<file path="src/design/wb_consts.svh">
`ifndef WB_CONSTS_SVH
`define WB_CONSTS_SVH

// Opcode bits [6:2], the low two bits are always 2'b11
`define OPC_ARI_RTYPE_5 5'b01100
`define OPC_ARI_ITYPE_5 5'b00100
`define OPC_LOAD_5      5'b00000
`define OPC_STORE_5     5'b01000
`define OPC_BRANCH_5    5'b11000
`define OPC_JAL_5       5'b11011
`define OPC_JALR_5      5'b11001
`define OPC_LUI_5       5'b01101
`define OPC_AUIPC_5     5'b00101

// Arithmetic funct3 with an alternate form
`define FNC_ADD_SUB     3'b000
`define FNC_SLL         3'b001
`define FNC_SRL_SRA     3'b101

// Instruction bit 30, set for SUB and SRA
`define FNC2_ALT        1'b1

// Load width and sign
`define FNC_LB          3'b000
`define FNC_LH          3'b001
`define FNC_LW          3'b010
`define FNC_LBU         3'b100
`define FNC_LHU         3'b101

// Writeback source
`define WB_ALU          2'b00
`define WB_MEM          2'b01
`define WB_PC4          2'b10
`define WDATA_DONT_CARE 2'b11

// Load data source
`define DOUT_DMEM       1'b0
`define DOUT_UART       1'b1

`define RF_DEPTH        32

`endif

</file>
<file path="src/design/wb_pkg.sv">
`default_nettype none

package wb_pkg;

    // Data word: pc, ALU result, address, load data, register contents
    typedef logic [31:0] word_t;

    // Raw instruction word
    typedef logic [31:0] inst_t;

    // Architectural register index
    typedef logic [4:0] reg_idx_t;

    // Writeback source code
    typedef logic [1:0] wb_sel_t;

    // Load source, data memory or UART
    typedef logic dout_sel_t;

    // Load width and sign field
    typedef logic [2:0] funct3_t;

endpackage

`default_nettype wire

</file>
<file path="src/design/wb_control.sv">
`default_nettype none

`include "wb_consts.svh"

module wb_control (
    input  wb_pkg::inst_t     inst,
    input  wb_pkg::word_t     addr,
    output wb_pkg::wb_sel_t   wbsel,
    output wb_pkg::dout_sel_t dsel,
    output logic              regwen
);

    import wb_pkg::*;

    logic [4:0] opcode5;
    funct3_t    funct3;
    logic       alt_bit;

    assign opcode5 = inst[6:2];
    assign funct3  = inst[14:12];
    assign alt_bit = inst[30];

    always_comb begin
        wbsel  = `WDATA_DONT_CARE;
        dsel   = `DOUT_DMEM;
        regwen = 1'b0;

        case (opcode5)
            `OPC_ARI_RTYPE_5: begin
                wbsel = `WB_ALU;
                // Only ADD/SUB and SRL/SRA have a form with bit 30 set
                if (alt_bit != `FNC2_ALT ||
                    funct3 == `FNC_ADD_SUB ||
                    funct3 == `FNC_SRL_SRA) begin
                    regwen = 1'b1;
                end
            end

            `OPC_ARI_ITYPE_5: begin
                wbsel = `WB_ALU;
                // Bit 30 is immediate except on shifts, SLLI has no alternate
                if (!(funct3 == `FNC_SLL && alt_bit == `FNC2_ALT)) begin
                    regwen = 1'b1;
                end
            end

            `OPC_LOAD_5: begin
                case (funct3)
                    `FNC_LB, `FNC_LH, `FNC_LW, `FNC_LBU, `FNC_LHU: begin
                        wbsel  = `WB_MEM;
                        regwen = 1'b1;
                        // UART is mapped in the upper half of the address space
                        dsel   = addr[31] ? `DOUT_UART : `DOUT_DMEM;
                    end
                    default: begin
                        regwen = 1'b0;
                    end
                endcase
            end

            `OPC_STORE_5, `OPC_BRANCH_5: begin
                // No destination register
                regwen = 1'b0;
            end

            `OPC_JAL_5, `OPC_JALR_5: begin
                wbsel  = `WB_PC4;
                regwen = 1'b1;
            end

            `OPC_LUI_5, `OPC_AUIPC_5: begin
                // Immediate already formed by the ALU
                wbsel  = `WB_ALU;
                regwen = 1'b1;
            end

            default: begin
                regwen = 1'b0;
            end
        endcase
    end

endmodule

`default_nettype wire

</file>
<file path="src/design/wb_retire_buf.sv">
`default_nettype none

module wb_retire_buf (
    input  logic          clk,
    input  logic          rst,
    input  logic          in_valid,
    output logic          in_ready,
    input  wb_pkg::inst_t in_inst,
    input  wb_pkg::word_t in_pc,
    input  wb_pkg::word_t in_alu,
    input  wb_pkg::word_t in_addr,
    input  wb_pkg::word_t in_dmem_dout,
    input  wb_pkg::word_t in_uart_dout,
    output logic          out_valid,
    input  logic          out_ready,
    output wb_pkg::inst_t out_inst,
    output wb_pkg::word_t out_pc,
    output wb_pkg::word_t out_alu,
    output wb_pkg::word_t out_addr,
    output wb_pkg::word_t out_dmem_dout,
    output wb_pkg::word_t out_uart_dout
);

    import wb_pkg::*;

    inst_t inst_q      [0:1];
    word_t pc_q        [0:1];
    word_t alu_q       [0:1];
    word_t addr_q      [0:1];
    word_t dmem_dout_q [0:1];
    word_t uart_dout_q [0:1];

    logic       wr_ptr;
    logic       rd_ptr;
    logic [1:0] count;
    logic       push;
    logic       pop;

    // A full buffer still takes a record when the head leaves on the same edge
    assign in_ready  = (count != 2'd2) || out_ready;
    assign out_valid = (count != 2'd0);
    assign push      = in_valid && in_ready;
    assign pop       = out_valid && out_ready;

    always_ff @(posedge clk) begin
        if (rst) begin
            wr_ptr <= 1'b0;
            rd_ptr <= 1'b0;
            count  <= 2'd0;
        end else begin
            if (push) begin
                wr_ptr <= ~wr_ptr;
            end
            if (pop) begin
                rd_ptr <= ~rd_ptr;
            end
            case ({push, pop})
                2'b10:   count <= count + 2'd1;
                2'b01:   count <= count - 2'd1;
                default: count <= count;
            endcase
        end
    end

    always_ff @(posedge clk) begin
        if (push) begin
            inst_q[wr_ptr]      <= in_inst;
            pc_q[wr_ptr]        <= in_pc;
            alu_q[wr_ptr]       <= in_alu;
            addr_q[wr_ptr]      <= in_addr;
            dmem_dout_q[wr_ptr] <= in_dmem_dout;
            uart_dout_q[wr_ptr] <= in_uart_dout;
        end
    end

    assign out_inst      = inst_q[rd_ptr];
    assign out_pc        = pc_q[rd_ptr];
    assign out_alu       = alu_q[rd_ptr];
    assign out_addr      = addr_q[rd_ptr];
    assign out_dmem_dout = dmem_dout_q[rd_ptr];
    assign out_uart_dout = uart_dout_q[rd_ptr];

endmodule

`default_nettype wire

</file>
<file path="src/design/wb_data_select.sv">
`default_nettype none

`include "wb_consts.svh"

module wb_data_select (
    input  wb_pkg::wb_sel_t   wbsel,
    input  wb_pkg::dout_sel_t dsel,
    input  wb_pkg::funct3_t   funct3,
    input  wb_pkg::word_t     addr,
    input  wb_pkg::word_t     pc,
    input  wb_pkg::word_t     alu,
    input  wb_pkg::word_t     dmem_dout,
    input  wb_pkg::word_t     uart_dout,
    output wb_pkg::word_t     wb_data
);

    import wb_pkg::*;

    word_t raw_word;
    word_t shifted;
    word_t load_val;

    assign raw_word = (dsel == `DOUT_UART) ? uart_dout : dmem_dout;

    // Move the addressed byte lane down to bit 0
    assign shifted = raw_word >> {addr[1:0], 3'b000};

    always_comb begin
        case (funct3)
            `FNC_LB:  load_val = {{24{shifted[7]}}, shifted[7:0]};
            `FNC_LH:  load_val = {{16{shifted[15]}}, shifted[15:0]};
            `FNC_LW:  load_val = shifted;
            `FNC_LBU: load_val = {24'd0, shifted[7:0]};
            `FNC_LHU: load_val = {16'd0, shifted[15:0]};
            default:  load_val = shifted;
        endcase
    end

    always_comb begin
        case (wbsel)
            `WB_ALU: wb_data = alu;
            `WB_MEM: wb_data = load_val;
            // Link address for jumps
            `WB_PC4: wb_data = pc + 32'd4;
            default: wb_data = '0;
        endcase
    end

endmodule

`default_nettype wire

</file>
<file path="src/design/reg_file.sv">
`default_nettype none

`include "wb_consts.svh"

module reg_file (
    input  logic             clk,
    input  logic             rst,
    input  logic             wen,
    input  wb_pkg::reg_idx_t waddr,
    input  wb_pkg::word_t    wdata,
    input  wb_pkg::reg_idx_t raddr_a,
    output wb_pkg::word_t    rdata_a,
    input  wb_pkg::reg_idx_t raddr_b,
    output wb_pkg::word_t    rdata_b
);

    import wb_pkg::*;

    word_t regs [0:`RF_DEPTH-1];

    always_ff @(posedge clk) begin
        if (rst) begin
            for (int i = 0; i < `RF_DEPTH; i++) begin
                regs[i] <= '0;
            end
        end else if (wen && waddr != 5'd0) begin
            regs[waddr] <= wdata;
        end
    end

    // x0 reads as zero regardless of contents
    assign rdata_a = (raddr_a == 5'd0) ? '0 : regs[raddr_a];
    assign rdata_b = (raddr_b == 5'd0) ? '0 : regs[raddr_b];

endmodule

`default_nettype wire

</file>
<file path="src/design/wb_stage.sv">
`default_nettype none

module wb_stage (
    input  logic             clk,
    input  logic             rst,
    input  logic             in_valid,
    output logic             in_ready,
    input  wb_pkg::inst_t    in_inst,
    input  wb_pkg::word_t    in_pc,
    input  wb_pkg::word_t    in_alu,
    input  wb_pkg::word_t    in_addr,
    input  wb_pkg::word_t    in_dmem_dout,
    input  wb_pkg::word_t    in_uart_dout,
    output logic             commit_valid,
    input  logic             commit_ready,
    output wb_pkg::word_t    commit_pc,
    output wb_pkg::reg_idx_t commit_rd,
    output logic             commit_wen,
    output wb_pkg::word_t    commit_data,
    input  wb_pkg::reg_idx_t rd_addr_a,
    output wb_pkg::word_t    rd_data_a,
    input  wb_pkg::reg_idx_t rd_addr_b,
    output wb_pkg::word_t    rd_data_b
);

    import wb_pkg::*;

    inst_t     head_inst;
    word_t     head_alu;
    word_t     head_addr;
    word_t     head_dmem_dout;
    word_t     head_uart_dout;
    wb_sel_t   wbsel;
    dout_sel_t dsel;
    logic      regwen;
    word_t     wb_data;
    logic      rf_wen;

    wb_retire_buf u_retire_buf (
        .clk           (clk),
        .rst           (rst),
        .in_valid      (in_valid),
        .in_ready      (in_ready),
        .in_inst       (in_inst),
        .in_pc         (in_pc),
        .in_alu        (in_alu),
        .in_addr       (in_addr),
        .in_dmem_dout  (in_dmem_dout),
        .in_uart_dout  (in_uart_dout),
        .out_valid     (commit_valid),
        .out_ready     (commit_ready),
        .out_inst      (head_inst),
        .out_pc        (commit_pc),
        .out_alu       (head_alu),
        .out_addr      (head_addr),
        .out_dmem_dout (head_dmem_dout),
        .out_uart_dout (head_uart_dout)
    );

    // Decode and select act on the head record only
    wb_control u_control (
        .inst   (head_inst),
        .addr   (head_addr),
        .wbsel  (wbsel),
        .dsel   (dsel),
        .regwen (regwen)
    );

    wb_data_select u_data_select (
        .wbsel     (wbsel),
        .dsel      (dsel),
        .funct3    (head_inst[14:12]),
        .addr      (head_addr),
        .pc        (commit_pc),
        .alu       (head_alu),
        .dmem_dout (head_dmem_dout),
        .uart_dout (head_uart_dout),
        .wb_data   (wb_data)
    );

    assign commit_rd   = head_inst[11:7];
    assign commit_wen  = regwen;
    assign commit_data = regwen ? wb_data : '0;

    // Register file updates on the commit handshake
    assign rf_wen = commit_valid && commit_ready && commit_wen;

    reg_file u_reg_file (
        .clk     (clk),
        .rst     (rst),
        .wen     (rf_wen),
        .waddr   (commit_rd),
        .wdata   (commit_data),
        .raddr_a (rd_addr_a),
        .rdata_a (rd_data_a),
        .raddr_b (rd_addr_b),
        .rdata_b (rd_data_b)
    );

endmodule

`default_nettype wire

</file>
<file path="config.mk">
export PLATFORM = sky130hd
export DESIGN_NAME = wb_stage
export DESIGN_NICKNAME = d
export VERILOG_FILES = /design/src/design/wb_pkg.sv /design/src/design/wb_control.sv /design/src/design/wb_retire_buf.sv /design/src/design/wb_data_select.sv /design/src/design/reg_file.sv /design/src/design/wb_stage.sv
export VERILOG_INCLUDE_DIRS = /design/src /design/src/design
export SDC_FILE = /design/constraint.sdc
export NUM_CORES = 2
export LEC_CHECK = 0
export BUFFER_PORTS_ARGS = -buffer_cell sky130_fd_sc_hd__buf_2
export CORE_MARGIN = 2
export CORE_UTILIZATION = 50
export DETAILED_ROUTE_END_ITERATION = 10
export GPL_TIMING_DRIVEN = 0
export PLACE_DENSITY_LB_ADDON = 0.1
export SETUP_SLACK_MARGIN = 0.3
export SYNTH_ARGS = -nofsm -noshare
export SYNTH_HDL_FRONTEND = slang
export SYNTH_HIERARCHICAL = 1
export SYNTH_SLANG_ARGS = --single-unit
</file>
<file path="constraint.sdc">
create_clock -name clk -period 20.6 [get_ports clk]
set_input_delay 0 -clock clk [delete_from_list [all_inputs] [get_ports clk]]
set_output_delay 0 -clock clk [all_outputs]
set_load 0.03 [all_outputs]
</file>
### Word-level counts from Yosys, hierarchy flattened

Memories as Yosys holds them, arrays and structs flattened. A register that Yosys moved wholly into a read port is not among the register bits.
Cells that the tools add are included.

* logic and storage cells: 91
* memories kept: 7
* RAM bits: 1408
* output and inout bits: 136
* register bits: 4

Memory list
* u_reg_file.regs: words 32, bits a word 32, rd ports 2, clocked after Yosys merged registers in 0, write ports 32, line reg_file.sv:19 `` word_t regs [0:`RF_DEPTH-1]; ``
* u_retire_buf.addr_q: words 2, bits a word 32, rd ports 1, clocked after Yosys merged registers in 1, write ports 1, line wb_retire_buf.sv:29 `word_t addr_q [0:1];`
* u_retire_buf.alu_q: words 2, bits a word 32, rd ports 1, clocked after Yosys merged registers in 1, write ports 1, line wb_retire_buf.sv:28 `word_t alu_q [0:1];`
* u_retire_buf.dmem_dout_q: words 2, bits a word 32, rd ports 1, clocked after Yosys merged registers in 1, write ports 1, line wb_retire_buf.sv:30 `word_t dmem_dout_q [0:1];`
* u_retire_buf.inst_q: words 2, bits a word 32, rd ports 1, clocked after Yosys merged registers in 1, write ports 1, line wb_retire_buf.sv:26 `inst_t inst_q [0:1];`
* u_retire_buf.pc_q: words 2, bits a word 32, rd ports 1, clocked after Yosys merged registers in 1, write ports 1, line wb_retire_buf.sv:27 `word_t pc_q [0:1];`
* +1 memories

* $add $sub $neg: 3
* eq/ne operators: 15
* bitwise operators: 3
* reduce and logical (&&, ||, !) cells: 21
* muxes and demuxes: 38
* shift operators: 1

Operators with widths (number)
* 2-to-1 mux 32 bit: 5
* case mux 32 bit (4 select lines): 1
* case mux 32 bit (3 select lines): 1
* adder 32 x 3 -> 32 bit (second input constant): 1
* OR reduction 32 bit: 1
* right shift 32 x 5 -> 32 bit: 1
* 2-to-1 mux 1 bit: 26
* zero test 5 bit: 3
* equality test 5 x 3 -> 1 bit (second input constant): 2
* equality test 5 x 4 -> 1 bit (second input constant): 2
* equality test 5 bit (second input constant): 2
* OR reduction 4 bit: 2
* equality test 3 bit (second input constant): 2
* case mux 2 bit (3 select lines): 1
* logical AND 1 bit: 5
* 2-to-1 mux 5 bit: 1
* nonzero test 5 bit: 1
* OR reduction 5 bit: 1
* equality test 2 x 1 -> 1 bit (second input constant): 2
* equality test 2 bit (second input constant): 2
* case mux 1 bit (4 select lines): 1
* case mux 2 bit (2 select lines): 1
* nonzero test 2 bit: 2
* equality test 3 x 1 -> 1 bit (second input constant): 1
* 10 further kinds: 14

### Depth between registers and ports, before layout

* depth after elaboration: 12
* gate-level depth with buffers: 16

### Hierarchy

The synthesis kept the hierarchy.

Modules (own cells, without submodules)
* reg_file: cells an instance 3502, instances 1, area an instance 54253.3 um^2
* wb_retire_buf: cells an instance 621, instances 1, area an instance 14082.3 um^2
* wb_data_select: cells an instance 269, instances 1, area an instance 2203.4 um^2
* wb_stage: cells an instance 36, instances 1, area an instance 262.8 um^2
* wb_control: cells an instance 15, instances 1, area an instance 91.3 um^2

### Worst setup path after synthesis

OpenSTA, ideal clock, no wires.

* kind: reg2reg
* start point: reg u_retire_buf.count[1]
* end point: mem u_retire_buf/addr_q[0][0] (netlist bit) (enable)
* setup time: 748 ps
* stages on the path, launching flop included: 4
* data arrival time: 8691 ps
* data required time: 19852 ps
* path slack: 11161 ps
* cells stage by stage: dfxtp_1 -> or3b_4 -> nand2_4 -> nor2_1

* cells in the longest elaborated chain, start to end: 5

RTL lines
* start, declared: line wb_retire_buf.sv:35 `logic [1:0] count;`
* start signal, assigned: line wb_retire_buf.sv:58 `2'b10: count <= count + 2'd1;`
* start signal, assigned: line wb_retire_buf.sv:59 `2'b01: count <= count - 2'd1;`
* start signal, assigned: line wb_retire_buf.sv:60 `default: count <= count;`
* != test 2 bit: line wb_retire_buf.sv:40 `assign in_ready = (count != 2'd2) || out_ready;`
* logical OR 1 bit: line wb_retire_buf.sv:40
* via in_ready: line wb_stage.sv:7 `output logic in_ready,`
* logical AND 1 bit: line wb_retire_buf.sv:42 `assign push = in_valid && in_ready;`
* 2-to-1 mux 1 bit: line wb_retire_buf.sv:66 `if (push) begin`
* 2-to-1 mux 1 bit (not written as such): line wb_retire_buf.sv:70 `addr_q[wr_ptr] <= in_addr;`
* end, declared: line wb_retire_buf.sv:29

The timed path passes the listed nets, and every way through them passes these cells.

==> impl_metrics.env <==
export IMPL_finalCritPeriodShare=0.290
export IMPL_drv_cap=11
export IMPL_grt_pass1_vias=46100
export IMPL_wl_mm=267
export IMPL_r2r_slack_ns=14.63
export IMPL_hold_buffers=294
export IMPL_dp_slack_ns=14.90
export IMPL_setup_viol=0
export IMPL_clockBufferDepth=3
export IMPL_dr_pass1_iters=6
export IMPL_start_util=0.505
export IMPL_place_gp_congestion=0.974
export IMPL_nFillCells=10400
export IMPL_relSlewSlack=-0.0621
export IMPL_drtIter0Drc=7057
export IMPL_static_leakage_power_nw=28.4
export IMPL_die_y_um=371
export IMPL_drv_slew=186
export IMPL_synthesis_instances=4300
export IMPL_pin_count=342
export IMPL_clkLatencyLatePin_ns=0.80
export IMPL_core_um2=134000
export IMPL_worst_slew_pin_slew_ns=1.59
export IMPL_finish_utilization=0.591
export IMPL_wire_per_inst_um=38.3
export IMPL_layout_commonest_cell="edfxtp_1"
export IMPL_grt_total_usage=0.388
export IMPL_end_kind="flop"
export IMPL_fin_setup_tns_ns=0
export IMPL_synth_avg_cell_area_um2=15.7
export IMPL_final_cell_mix="edfxtp_1, and2_1, mux4_2"
export IMPL_powerDensity_nw_per_um2=90.4
export IMPL_h_tree_depth=4
export IMPL_final_nets=5279
export IMPL_cts_inserted_buffers=147
export IMPL_routed_top_layer="met4"
export IMPL_cts_tree="yes"
export IMPL_rsz0062_at_grt="no"
export IMPL_setup_worst_path_class="reg2reg"
export IMPL_vias=46200
export IMPL_cts_sinks=1319
export IMPL_finalWorstSetupSlack_ns=14.63
export IMPL_postRouteAntennaNets=0
export IMPL_period_needed_ns=5.97
export IMPL_drc=0
export IMPL_hp_class="in2reg"
export IMPL_finalPower_mw=7.15
export IMPL_fmax_ghz=0.167
export IMPL_grt_pass1_wl_mm=361
export IMPL_cp_max_fo=32
export IMPL_multi_input_area_um2=26000
export IMPL_finalHoldViolCount=0
export IMPL_status="finished with violations"
export IMPL_m1WireLength_mm=93.1
export IMPL_layout_area_seq_um2=39600
export IMPL_wl_met2_mm=118
export IMPL_violations="max-capacitance violations, max-slew violations"
export IMPL_finalClockSkew_ns=0.0256
export IMPL_post_cts_setup_buffers=0
export IMPL_antenna_found_initial=18
export IMPL_grt_max_degree=59
export IMPL_met3WireLength_mm=33.1
export IMPL_area_growth_pct=17.0
export IMPL_post_cts_resized=0
export IMPL_dp_hpwl_mm=177
export IMPL_cp_start_kind="flop"
export IMPL_synth_warning_count=6
export IMPL_clock_root_buffer="clkbuf_16"
export IMPL_final_cell_count_no_fill=6974
export IMPL_synthesis_area_um2=67500
export IMPL_placed_cells=6395
export IMPL_clk_pin_slew_worst_paths_ns=0.06
export IMPL_row_count=134
export IMPL_cp_data_arrival_time_ns=6.35
export IMPL_cp_required_ns=20.98
export IMPL_drive_above_1_share=0.269
export IMPL_irDropWorstVdd_uv=90.2
export IMPL_dieArea_um2=138000
export IMPL_port_buffers=288
export IMPL_die_w_um=371
export IMPL_vias_per_cell=6.62
export IMPL_overflow=0
==> final cells by class <==
| type | instances | share of cell area |
|---|---|---|
| diodes | 15 | 0.000475 |
| plain buffers | 431 | 0.0261 |
| clock buffers | 193 | 0.0498 |
| clock inverters | 76 | 0.00743 |
| inverters | 16 | 0.000760 |
| multi-input cells | 2565 | 0.329 |
| flip-flops and latches | 1319 | 0.501 |
| well taps | 1768 | 0.0280 |
| repair buffers | 591 | 0.0580 |
==> critical path, cell delays in order (launching register included) <==
cell and delay, ns:
dfxtp_1 0.34, buf_2 0.42, buf_4 0.30, mux2_2 0.45, o21ai_0 0.20, and3_2 0.23, a311o_1 0.47, and3_2 0.38
or4b_2 0.60, clkbuf_1 0.29, nor2_1 0.58, or2_2 1.26
==> through the flow <==
stage | area [um^2] | hold slack [ns]
final | 79000 | 0.174
after global placement | 71300 | 0.187
after CTS | 79000 | 0.110
after detailed placement | 71500 | 0.191
after global routing | 79000 | 0.183
after floorplan | 67600 | 0.0691
==> metal layers <==
metal	GRT usage	up-vias
li1	-	18300
met1	0.487	23500
met2	0.583	3613
met3	0.112	837
met4	0.269	0
met5	0	-
==> state kept, by name, summed over array words and instances, names as in the netlist, named ones only <==
| register | count |
|---|---|
| u_retire_buf/count | 2 |
| u_retire_buf/dmem_dout_q | 64 |
| u_retire_buf/wr_ptr | 1 |
| u_retire_buf/uart_dout_q | 64 |
| u_retire_buf/addr_q | 6 |
| u_retire_buf/rd_ptr | 1 |
| u_retire_buf/alu_q | 64 |
| u_reg_file/regs | 1024 |
| u_retire_buf/pc_q | 64 |
| u_retire_buf/inst_q | 28 |
==> final timing paths <==
check,cells past startpoint,startpoint,to
worst max-delay path,11,flop,u_reg_file/regs[24][9]$_SDFFCE_PN0P_
worst min-delay path,4,in_valid,u_retire_buf/wr_ptr$_SDFFE_PP0P_
worst max register to register,11,flop,u_reg_file/regs[24][9]$_SDFFCE_PN0P_
worst min register to register,2,u_retire_buf/rd_ptr$_SDFFE_PP0P_,u_retire_buf/rd_ptr$_SDFFE_PP0P_
==> power breakdown <==
part           leakage, nW  internal, mW  switching, mW
clock network         2.19          1.42           1.11
logic                 12.9         0.509          0.956
registers             13.3          3.10         0.0551
total                 28.4          5.03           2.12
(Power assumes the default switching activity.)
